$ cat src/hw/mips_isa_pkg.sv
`default_nettype none

package mips_isa_pkg;

    // ##################################################
    // major opcodes
    // ##################################################

    typedef enum logic [5:0] {
        SPECIAL = 6'h00,  // r-type, decoded by funct
        J       = 6'h02,
        JAL     = 6'h03,
        BEQ     = 6'h04,
        BNE     = 6'h05,
        ADDIU   = 6'h09,
        SLTI    = 6'h0a,
        SLTIU   = 6'h0b,
        ANDI    = 6'h0c,
        ORI     = 6'h0d,
        XORI    = 6'h0e,
        LUI     = 6'h0f,
        LW      = 6'h23,
        SW      = 6'h2b
    } opcode_e;

    // ##################################################
    // special opcode function codes
    // ##################################################

    typedef enum logic [5:0] {
        SLL     = 6'h00,
        SRL     = 6'h02,  // also rotr when bit 21 is set
        SRA     = 6'h03,
        SLLV    = 6'h04,
        SRLV    = 6'h06,
        SRAV    = 6'h07,
        JR      = 6'h08,
        JALR    = 6'h09,
        MOVZ    = 6'h0a,
        MOVN    = 6'h0b,
        SYSCALL = 6'h0c,
        MFHI    = 6'h10,
        MTHI    = 6'h11,
        MFLO    = 6'h12,
        MTLO    = 6'h13,
        MULT    = 6'h18,
        MULTU   = 6'h19,
        DIV     = 6'h1a,
        DIVU    = 6'h1b,
        ADDU    = 6'h21,
        SUBU    = 6'h23,
        AND     = 6'h24,
        OR      = 6'h25,
        XOR     = 6'h26,
        NOR     = 6'h27,
        SLT     = 6'h2a,
        SLTU    = 6'h2b
    } funct_e;

    typedef struct packed {
        logic [4:0] rd;
        logic [4:0] shamt;
        funct_e     funct;
    } rfmt_t;

    // the low half reads either as r-type fields or as the 16 bit immediate
    typedef union packed {
        rfmt_t       r;
        logic [15:0] imm;
    } low_t;

    typedef struct packed {
        opcode_e    op;
        logic [4:0] rs;
        logic [4:0] rt;
        low_t       low;
    } instr_fields_t;

endpackage

`default_nettype wire

$ cat src/hw/ctl_sig_pkg.sv
`default_nettype none

package ctl_sig_pkg;

    // ##################################################
    // selectors
    // ##################################################

    typedef enum logic [1:0] {
        OPERAND_USE_NONE, OPERAND_USE_RS, OPERAND_USE_RT, OPERAND_USE_RS_RT
    } opd_use_e;

    typedef enum logic [2:0] {
        PC_SRC_SEQ, PC_SRC_BRANCH, PC_SRC_JUMP, PC_SRC_REGISTER, PC_SRC_EXCEPTION
    } pc_src_e;

    typedef enum logic [1:0] {EXC_NONE, EXC_SYSCALL, EXC_RESERVED} exc_chk_e;

    typedef enum logic [3:0] {
        ALU_ADD, ALU_SUB, ALU_AND, ALU_OR, ALU_XOR, ALU_NOR, ALU_SLT, ALU_SLTU,
        ALU_SHIFT_LEFT, ALU_SHIFT_LOGIC_RIGHT, ALU_SHIFT_ARITH_RIGHT,
        ALU_ROTATE_RIGHT, ALU_LUI
    } alu_op_e;

    typedef enum logic [1:0] {ALU_SRCA_RS, ALU_SRCA_RT, ALU_SRCA_SHAMT} alu_srca_e;

    typedef enum logic [1:0] {
        ALU_SRCB_RT, ALU_SRCB_IMM_SIGNED, ALU_SRCB_IMM_ZERO, ALU_SRCB_ZERO
    } alu_srcb_e;

    typedef enum logic [1:0] {REG_DST_NONE, REG_DST_RD, REG_DST_RT, REG_DST_R31} reg_dst_e;

    typedef enum logic [2:0] {
        REG_SRC_ALU, REG_SRC_MEM, REG_SRC_PCADD4, REG_SRC_RS, REG_SRC_HI, REG_SRC_LO
    } reg_src_e;

    typedef enum logic {REG_WRITE_ALWAYS, REG_WRITE_WHEN_FLAG} write_cond_e;
    typedef enum logic {FLAG_EQ, FLAG_NE} flag_sel_e;
    typedef enum logic {HILO_SRC_RS, HILO_SRC_MULDIV} hilo_src_e;

    typedef enum logic [2:0] {
        MULDIV_NCARE, MULDIV_MULT, MULDIV_MULTU, MULDIV_DIV, MULDIV_DIVU
    } muldiv_e;

    typedef enum logic [1:0] {MEM_OP_NONE, MEM_OP_LOAD, MEM_OP_STORE} mem_op_e;

    // ##################################################
    // control word
    // ##################################################

    typedef struct packed {
        opd_use_e    opd_use;
        pc_src_e     pc_src;
        exc_chk_e    exc_chk;
        alu_op_e     alu_op;
        alu_srca_e   alu_srca;
        alu_srcb_e   alu_srcb;
        reg_dst_e    reg_dst;
        reg_src_e    reg_src;
        write_cond_e write_cond;
        flag_sel_e   flag_sel;
        hilo_src_e   hilo_src;
        muldiv_e     muldiv;
        mem_op_e     mem_op;
        logic        reg_write;
        logic        write_hi;
        logic        write_lo;
    } control_t;

    function automatic control_t default_control();
        control_t c;
        c = '{OPERAND_USE_NONE, PC_SRC_SEQ, EXC_NONE, ALU_ADD, ALU_SRCA_RS, ALU_SRCB_RT,
              REG_DST_NONE, REG_SRC_ALU, REG_WRITE_ALWAYS, FLAG_EQ, HILO_SRC_RS,
              MULDIV_NCARE, MEM_OP_NONE, 1'b0, 1'b0, 1'b0};
        return c;
    endfunction

    // trap to the handler, nothing is read or written
    function automatic control_t reserved_control();
        control_t c;
        c = default_control();
        c.pc_src = PC_SRC_EXCEPTION;
        c.exc_chk = EXC_RESERVED;
        return c;
    endfunction

endpackage

`default_nettype wire

$ cat src/hw/dec_if.sv
`timescale 1ns/10ps
`default_nettype none

interface dec_if import ctl_sig_pkg::*; ();

    control_t    ctl;
    logic [4:0]  rs;
    logic [4:0]  rt;
    logic [4:0]  dest;   // already resolved, 0 when nothing is written
    logic [4:0]  shamt;
    logic [15:0] imm;

    modport producer (output ctl, rs, rt, dest, shamt, imm);

    modport consumer (input ctl, rs, rt, dest, shamt, imm);

endinterface

`default_nettype wire

$ cat src/hw/rtype_decoder.sv
`timescale 1ns/10ps
`default_nettype none

module rtype_decoder import mips_isa_pkg::*, ctl_sig_pkg::*; #(
    parameter bit HAS_MULDIV = 1'b1
) (
    input  instr_fields_t fields,
    input  logic          rotate_bit,
    output control_t      ctl
);

    funct_e fn;

    assign fn = fields.low.r.funct;

    // write $rd from the given source, unconditionally
    function automatic control_t rd_write(control_t base, reg_src_e src);
        control_t c;
        c = base;
        c.reg_dst = REG_DST_RD;
        c.reg_src = src;
        c.reg_write = 1'b1;
        return c;
    endfunction

    always_comb begin
        ctl = default_control();

        case (fn)
            SLL, SRL, SRA, SLLV, SRLV, SRAV: begin
                ctl = rd_write(ctl, REG_SRC_ALU);
                ctl.alu_srcb = ALU_SRCB_RT;
                if (fn inside {SLLV, SRLV, SRAV}) begin
                    ctl.opd_use = OPERAND_USE_RS_RT;
                    ctl.alu_srca = ALU_SRCA_RS;   // shift amount comes from $rs
                end else begin
                    ctl.opd_use = OPERAND_USE_RT;
                    ctl.alu_srca = ALU_SRCA_SHAMT;
                end
                case (fn)
                    SLL, SLLV: ctl.alu_op = ALU_SHIFT_LEFT;
                    SRA, SRAV: ctl.alu_op = ALU_SHIFT_ARITH_RIGHT;
                    default:   ctl.alu_op = ALU_SHIFT_LOGIC_RIGHT;
                endcase
                if (fn == SRL && rotate_bit)
                    ctl.alu_op = ALU_ROTATE_RIGHT;
            end

            ADDU, SUBU, AND, OR, XOR, NOR, SLT, SLTU: begin
                ctl = rd_write(ctl, REG_SRC_ALU);
                ctl.opd_use = OPERAND_USE_RS_RT;
                case (fn)
                    SUBU:    ctl.alu_op = ALU_SUB;
                    AND:     ctl.alu_op = ALU_AND;
                    OR:      ctl.alu_op = ALU_OR;
                    XOR:     ctl.alu_op = ALU_XOR;
                    NOR:     ctl.alu_op = ALU_NOR;
                    SLT:     ctl.alu_op = ALU_SLT;
                    SLTU:    ctl.alu_op = ALU_SLTU;
                    default: ctl.alu_op = ALU_ADD;
                endcase
            end

            JR, JALR: begin
                ctl.opd_use = OPERAND_USE_RS;
                ctl.pc_src = PC_SRC_REGISTER;
                if (fn == JALR)
                    ctl = rd_write(ctl, REG_SRC_PCADD4);  // link goes to $rd
            end

            MOVZ, MOVN: begin
                // the alu compares $rt with zero and the flag gates the write of $rs
                ctl = rd_write(ctl, REG_SRC_RS);
                ctl.opd_use = OPERAND_USE_RS_RT;
                ctl.alu_op = ALU_SUB;
                ctl.alu_srca = ALU_SRCA_RT;
                ctl.alu_srcb = ALU_SRCB_ZERO;
                ctl.write_cond = REG_WRITE_WHEN_FLAG;
                ctl.flag_sel = (fn == MOVZ) ? FLAG_EQ : FLAG_NE;
            end

            MFHI: ctl = rd_write(ctl, REG_SRC_HI);
            MFLO: ctl = rd_write(ctl, REG_SRC_LO);

            MTHI, MTLO: begin
                ctl.opd_use = OPERAND_USE_RS;
                ctl.hilo_src = HILO_SRC_RS;
                ctl.write_hi = (fn == MTHI);
                ctl.write_lo = (fn == MTLO);
            end

            MULT, MULTU, DIV, DIVU: begin
                if (HAS_MULDIV) begin
                    ctl.opd_use = OPERAND_USE_RS_RT;
                    ctl.hilo_src = HILO_SRC_MULDIV;
                    ctl.write_hi = 1'b1;
                    ctl.write_lo = 1'b1;
                    case (fn)
                        MULT:    ctl.muldiv = MULDIV_MULT;
                        MULTU:   ctl.muldiv = MULDIV_MULTU;
                        DIV:     ctl.muldiv = MULDIV_DIV;
                        default: ctl.muldiv = MULDIV_DIVU;
                    endcase
                end else begin
                    ctl = reserved_control();  // no unit to run them on
                end
            end

            SYSCALL: begin
                ctl.pc_src = PC_SRC_EXCEPTION;
                ctl.exc_chk = EXC_SYSCALL;
            end

            default: ctl = reserved_control();
        endcase
    end

endmodule

`default_nettype wire

$ cat src/hw/itype_decoder.sv
`timescale 1ns/10ps
`default_nettype none

module itype_decoder import mips_isa_pkg::*, ctl_sig_pkg::*; (
    input  instr_fields_t fields,
    output control_t      ctl
);

    always_comb begin
        ctl = default_control();

        case (fields.op)
            ADDIU, SLTI, SLTIU, ANDI, ORI, XORI: begin
                ctl.opd_use = OPERAND_USE_RS;
                ctl.reg_dst = REG_DST_RT;
                ctl.reg_src = REG_SRC_ALU;
                ctl.reg_write = 1'b1;
                // arithmetic and compares sign extend, logic ops zero extend
                if (fields.op inside {ADDIU, SLTI, SLTIU})
                    ctl.alu_srcb = ALU_SRCB_IMM_SIGNED;
                else
                    ctl.alu_srcb = ALU_SRCB_IMM_ZERO;
                case (fields.op)
                    SLTI:    ctl.alu_op = ALU_SLT;
                    SLTIU:   ctl.alu_op = ALU_SLTU;
                    ANDI:    ctl.alu_op = ALU_AND;
                    ORI:     ctl.alu_op = ALU_OR;
                    XORI:    ctl.alu_op = ALU_XOR;
                    default: ctl.alu_op = ALU_ADD;
                endcase
            end

            LUI: begin
                ctl.alu_op = ALU_LUI;  // reads no register
                ctl.alu_srcb = ALU_SRCB_IMM_ZERO;
                ctl.reg_dst = REG_DST_RT;
                ctl.reg_src = REG_SRC_ALU;
                ctl.reg_write = 1'b1;
            end

            LW, SW: begin
                ctl.alu_op = ALU_ADD;  // base plus offset
                ctl.alu_srcb = ALU_SRCB_IMM_SIGNED;
                if (fields.op == LW) begin
                    ctl.opd_use = OPERAND_USE_RS;
                    ctl.mem_op = MEM_OP_LOAD;
                    ctl.reg_dst = REG_DST_RT;
                    ctl.reg_src = REG_SRC_MEM;
                    ctl.reg_write = 1'b1;
                end else begin
                    ctl.opd_use = OPERAND_USE_RS_RT;
                    ctl.mem_op = MEM_OP_STORE;
                end
            end

            BEQ, BNE: begin
                ctl.opd_use = OPERAND_USE_RS_RT;
                ctl.pc_src = PC_SRC_BRANCH;
                ctl.alu_op = ALU_SUB;
                ctl.flag_sel = (fields.op == BEQ) ? FLAG_EQ : FLAG_NE;
            end

            J, JAL: begin
                ctl.pc_src = PC_SRC_JUMP;
                if (fields.op == JAL) begin
                    ctl.reg_dst = REG_DST_R31;  // return address into $ra
                    ctl.reg_src = REG_SRC_PCADD4;
                    ctl.reg_write = 1'b1;
                end
            end

            // SPECIAL goes to the r-type path, so it lands here only by mistake
            default: ctl = reserved_control();
        endcase
    end

endmodule

`default_nettype wire

$ cat src/hw/instr_decoder.sv
`timescale 1ns/10ps
`default_nettype none

module instr_decoder import mips_isa_pkg::*, ctl_sig_pkg::*; #(
    parameter bit HAS_MULDIV = 1'b1
) (
    input  logic [31:0]    instr,
    dec_if.producer        dec
);

    instr_fields_t fields;
    control_t      r_ctl;
    control_t      i_ctl;
    control_t      ctl;

    assign fields = instr_fields_t'(instr);

    rtype_decoder #(.HAS_MULDIV(HAS_MULDIV)) rdec0 (
        .fields     (fields),
        .rotate_bit (instr[21]),  // rotr shares the srl funct
        .ctl        (r_ctl)
    );

    itype_decoder idec0 (
        .fields (fields),
        .ctl    (i_ctl)
    );

    assign ctl = (fields.op == SPECIAL) ? r_ctl : i_ctl;

    always_comb begin
        case (ctl.reg_dst)
            REG_DST_RD:  dec.dest = fields.low.r.rd;
            REG_DST_RT:  dec.dest = fields.rt;
            REG_DST_R31: dec.dest = 5'd31;
            default:     dec.dest = 5'd0;
        endcase
    end

    assign dec.ctl = ctl;
    assign dec.rs = fields.rs;
    assign dec.rt = fields.rt;
    assign dec.shamt = fields.low.r.shamt;
    assign dec.imm = fields.low.imm;

endmodule

`default_nettype wire

$ cat src/hw/decode_pipe_reg.sv
`timescale 1ns/10ps
`default_nettype none

module decode_pipe_reg import ctl_sig_pkg::*; (
    input  logic        clk,
    input  logic        rst,
    input  logic        in_valid,
    output logic        in_ready,
    dec_if.consumer     dec,
    output logic        out_valid,
    input  logic        out_ready,
    output control_t    q_ctl,
    output logic [4:0]  q_rs,
    output logic [4:0]  q_rt,
    output logic [4:0]  q_dest,
    output logic [4:0]  q_shamt,
    output logic [15:0] q_imm
);

    logic load;

    // accept when empty or when the held entry leaves this cycle
    assign in_ready = !out_valid || out_ready;
    assign load = in_valid && in_ready;

    always_ff @(posedge clk) begin
        if (rst) begin
            out_valid <= 1'b0;
        end else if (in_ready) begin
            out_valid <= in_valid;  // drains to empty when nothing comes in
        end
    end

    always_ff @(posedge clk) begin
        if (load) begin
            q_ctl <= dec.ctl;
            q_rs <= dec.rs;
            q_rt <= dec.rt;
            q_dest <= dec.dest;
            q_shamt <= dec.shamt;
            q_imm <= dec.imm;
        end
    end

endmodule

`default_nettype wire

$ cat src/hw/decode_stage.sv
`timescale 1ns/10ps
`default_nettype none

module decode_stage import ctl_sig_pkg::*; #(
    parameter bit HAS_MULDIV = 1'b1
) (
    input  logic        clk,
    input  logic        rst,
    input  logic        in_valid,
    output logic        in_ready,
    input  logic [31:0] instr,
    output logic        out_valid,
    input  logic        out_ready,
    output opd_use_e    opd_use,
    output pc_src_e     pc_src,
    output exc_chk_e    exc_chk,
    output alu_op_e     alu_op,
    output alu_srca_e   alu_srca,
    output alu_srcb_e   alu_srcb,
    output reg_src_e    reg_src,
    output write_cond_e write_cond,
    output flag_sel_e   flag_sel,
    output hilo_src_e   hilo_src,
    output muldiv_e     muldiv,
    output mem_op_e     mem_op,
    output logic        reg_write,
    output logic        write_hi,
    output logic        write_lo,
    output logic [4:0]  rs,
    output logic [4:0]  rt,
    output logic [4:0]  dest,
    output logic [4:0]  shamt,
    output logic [15:0] imm
);

    control_t q_ctl;

    dec_if dec0 ();

    instr_decoder #(.HAS_MULDIV(HAS_MULDIV)) idec0 (
        .instr (instr),
        .dec   (dec0.producer)
    );

    decode_pipe_reg preg0 (
        .clk (clk), .rst (rst),
        .in_valid (in_valid), .in_ready (in_ready),
        .dec (dec0.consumer),
        .out_valid (out_valid), .out_ready (out_ready),
        .q_ctl (q_ctl), .q_rs (rs), .q_rt (rt),
        .q_dest (dest), .q_shamt (shamt), .q_imm (imm)
    );

    // reg_dst is already folded into dest, so it has no port of its own
    assign opd_use = q_ctl.opd_use;
    assign pc_src = q_ctl.pc_src;
    assign exc_chk = q_ctl.exc_chk;
    assign alu_op = q_ctl.alu_op;
    assign alu_srca = q_ctl.alu_srca;
    assign alu_srcb = q_ctl.alu_srcb;
    assign reg_src = q_ctl.reg_src;
    assign write_cond = q_ctl.write_cond;
    assign flag_sel = q_ctl.flag_sel;
    assign hilo_src = q_ctl.hilo_src;
    assign muldiv = q_ctl.muldiv;
    assign mem_op = q_ctl.mem_op;
    assign reg_write = q_ctl.reg_write;
    assign write_hi = q_ctl.write_hi;
    assign write_lo = q_ctl.write_lo;

endmodule

`default_nettype wire

$ cat config.mk
export PLATFORM = sky130hd
export DESIGN_NAME = decode_stage
export DESIGN_NICKNAME = d
export VERILOG_FILES = /design/src/hw/mips_isa_pkg.sv /design/src/hw/ctl_sig_pkg.sv /design/src/hw/dec_if.sv /design/src/hw/rtype_decoder.sv /design/src/hw/itype_decoder.sv /design/src/hw/instr_decoder.sv /design/src/hw/decode_pipe_reg.sv /design/src/hw/decode_stage.sv
export SDC_FILE = /design/constraint.sdc
export NUM_CORES = 1
export LEC_CHECK = 0
export BUFFER_PORTS_ARGS = -buffer_cell sky130_fd_sc_hd__buf_4
export CORE_AREA = 2 2 79 81
export DETAILED_ROUTE_END_ITERATION = 8
export DIE_AREA = 0 0 81 83
export PLACE_DENSITY_LB_ADDON = 0.08
export SLEW_MARGIN = 20
export SYNTH_ARGS = -nofsm -noshare
export SYNTH_HDL_FRONTEND = slang
export SYNTH_SLANG_ARGS = --single-unit
$ cat constraint.sdc
create_clock -name clk -period 3.5 [get_ports clk]
set_clock_uncertainty 0.15 [all_clocks]
set_input_delay 0.7 -clock clk [delete_from_list [all_inputs] [get_ports clk]]
set_output_delay 0.7 -clock clk [all_outputs]
set_load 0.01 [all_outputs]
==> out/results.txt <==
Status -> complete, no violations
Nets@finish -> 368
Placed insts -> 396
Initial core utilization -> 49.5%
Initial DRC Count -> 124
Dpl hpwl -> 4.57 mm
H-tree levels -> 3
Clock Sinks -> 60
Number of synthesized flops with an enable pin -> 59
Util after Layout -> 65.6%
Simple-gate share of the synthesized area -> 18.3%
Total power -> 1.67 mW
Mapped Cells -> 241
Largest net degree at the start of global routing -> 36
Post-route insts no fill -> 411
Die area -> 0.00672 mm²
Number of vias per cell -> 5.45
FP Rows -> 28
# Post-CTS Setup Buffers -> 0
RSZ-0062 raised after global routing -> no
Post-Syn Area -> 0.00288 mm²
First-pass GRT wire length -> 10.2 mm
Drt wl/cell -> 15.6 µm
R2R Path End -> preg0.q_imm[3]
Worst Reg-to-Reg Cells -> 3
FF+latch area -> 0.00179 mm²
GR Util All Layers -> 19.9%
Startpoint Class -> primary input
Pre-antenna DRT Iters -> 4
Fin. Hold Viols -> 0
Setup ws final -> 1.21 ns
CTS buffer count -> 9
Yosys reg bits -> 60
DRT antenna net count -> 0
Overflow after GRT -> 0
Ys async rst share -> 0%
Fmax -> 0.436 GHz
Tmin final -> 2.29 ns
Syn_area_per_cell -> 12.0 µm²
Die Ht -> 83 µm
Largest family of logic cells by synthesized area -> simple AND/OR/NAND/NOR gates
VDD IR max -> 270 µV
Clock Tree Root -> clkbuf_8
FILL cells -> 484
Start point of the critical path -> instr[3]
Port-buffer cells -> 102
Routed WL -> 6.40 mm
Area Growth Syn to Fin -> 32.5%
Initial antenna violation count -> 0
Setup TNS -> 0 ns
Compound-Gate Fraction of Synth Area -> 13.0%
Final period utilization -> 65.5%
Crit end category -> register
Final setup viols -> 0
Die Span X -> 81 µm
N_diodes -> 0
Slew headroom -> 61.5%
Mux cell area share after synthesis -> 0%
CP arrival -> 2.23 ns
CP Max Fanout -> 23
Critical Path RT -> 3.43 ns
Max-cap violations -> 0
Clock tree buffer depth -> 2
Worst r2r src -> preg0.out_valid
Power Density -> 437 mW/mm²
IO Count -> 103
Post_cts resized -> 0
Core area -> 0.00582 mm²
Reg2Reg Setup Slack -> 1.78 ns
Worst-Margin Slew -> 0.577 ns
Multi-input gate area -> 941 µm²
Crit path to -> preg0.q_ctl[2]
Worst min-delay path category -> primary input to register
Post-synthesis sequential area ratio -> 62.2%
Clock latency on the worst-skew pair -> 0.33 ns
Placement Setup Slack -> 0.877 ns
Syn_nets -> 277
P_leak -> 1.54 nW
Synth Area in XOR/XNOR -> 0.912%
Fraction of layout cells with a size suffix above 1 -> 38.1%
GPL Wtd Cong -> 0.906
Top_reg_cell synth -> edfxtp_1
Adder-Cell Fraction of Synth Area -> 0.348%
Synth warnings -> 0
Clock transition at path regs -> 0.06 ns
# hold bufs at CTS -> 0
Max-slew violations -> 0
Yosys cell types -> 56
DR vias -> 2,242
Vias in the first global route -> 2,036
CTS tree -> done
Kind of critical path -> primary input to register
DRC errors left -> 0
==> logic make-up (layout without fill, tap and decap cells) <==
family / after synthesis / count (layout)
AO/OA/AOI/OAI: 54 / 54
XOR/XNOR: 3 / 3
adder cells (fa/ha/maj): 1 / 1
buffers and inverters: 29 / 124
flip-flops: 60 / 60
AND/OR/NAND/NOR: 94 / 94
==> Yosys cell counts (2+ instances only) <==
master	n	share of area (%)
nor3_1	4	0.70
or2_1	2	0.43
nand3_1	9	1.6
inv_1	6	0.78
nor2b_1	8	1.7
and3b_1	2	0.61
or3_1	3	0.65
buf_4	7	1.8
o31ai_1	2	0.52
a21oi_1	18	3.1
nor4_1	3	0.65
nand2b_1	4	0.87
o21a_1	3	0.78
xor2_1	2	0.61
edfxtp_1	59	62
nand4_1	2	0.43
buf_2	5	0.87
nand2_1	18	2.3
o22ai_1	2	0.43
a21o_1	3	0.78
clkbuf_1	9	1.2
o21ai_0	9	1.6
nor2_1	24	3.1
o22a_1	5	1.5
==> worst max-delay path, cell delays in order <==
cell,delay [ns]
buf_4,0.18
nor3b_1,0.21
o21a_1,0.22
o41ai_4,0.58
nor2_4,0.10
or2_1,0.23
==> report_power, final <==
| group | total, mW | switching [mW] | internal (mW) |
|---|---|---|---|
| clock | 0.577 | 0.259 | 0.318 |
| combinational | 0.240 | 0.130 | 0.110 |
| sequential | 0.848 | 0.0120 | 0.836 |
==> layout by cell type, fill, tap and decap left out, drive strengths merged, types with 2 or more instances in the layout <==
cell    instances
a21oi          18
a21o            3
nor4            4
or3             3
o21a            3
o22ai           2
nand2          18
clkbuf          9
o22a            5
and3b           2
nor2           25
nor3            6
nor3b           2
o31ai           3
and2            2
or2             2
buf           103
nand4           2
nand2b          4
and3            2
edfxtp         59
o21ai           9
clkinv          4
nor2b           8
or4             2
inv             6
xor2            2
nand3           9
==> layer usage <==
metal	vias up	part of all wire (%)	track usage [%]
met5	-	0	0
met4	0	1.1	5.08
met3	9	7.7	6.30
met2	98	50	31.6
met1	1062	41	26.4
li1	1073	-	-
==> registers in the layout (all words and copies together) (netlist names) <==
signal           flops
preg0.q_rs           5
preg0.out_valid      1
preg0.q_dest         5
preg0.q_imm         16
preg0.q_rt           5
preg0.q_ctl         28
==> final cells by class <==
cell class,instances,share of cell area (%)
sequential,60,47.0
clock buffer,9,3.25
timing repair buffer,103,20.6
tap,75,2.46
inverter,6,0.590
clock inverter,6,1.48
multi-input combinational,152,24.7
==> per-stage QoR <==
step                instance area [µm²]  hold slack [ns]
finish                             3810            0.366
detailed placement                 3630            0.387
CTS                                3810            0.355
global placement                   3630            0.351
global route                       3810            0.353
floorplan                          2880            0.443
==> worst min-delay path by stage <==
stage                          from               to  slack (ns)  depth (start not counted)
floorplan           preg0.out_valid  preg0.out_valid        0.44                          2
global placement    preg0.out_valid  preg0.out_valid        0.35                          2
detailed placement  preg0.out_valid  preg0.out_valid        0.39                          2
CTS                             rst  preg0.out_valid        0.35                          2
global route                    rst  preg0.out_valid        0.35                          2
finish                          rst  preg0.out_valid        0.37                          2
No activity file was read; power rests on OpenSTA's default activity.
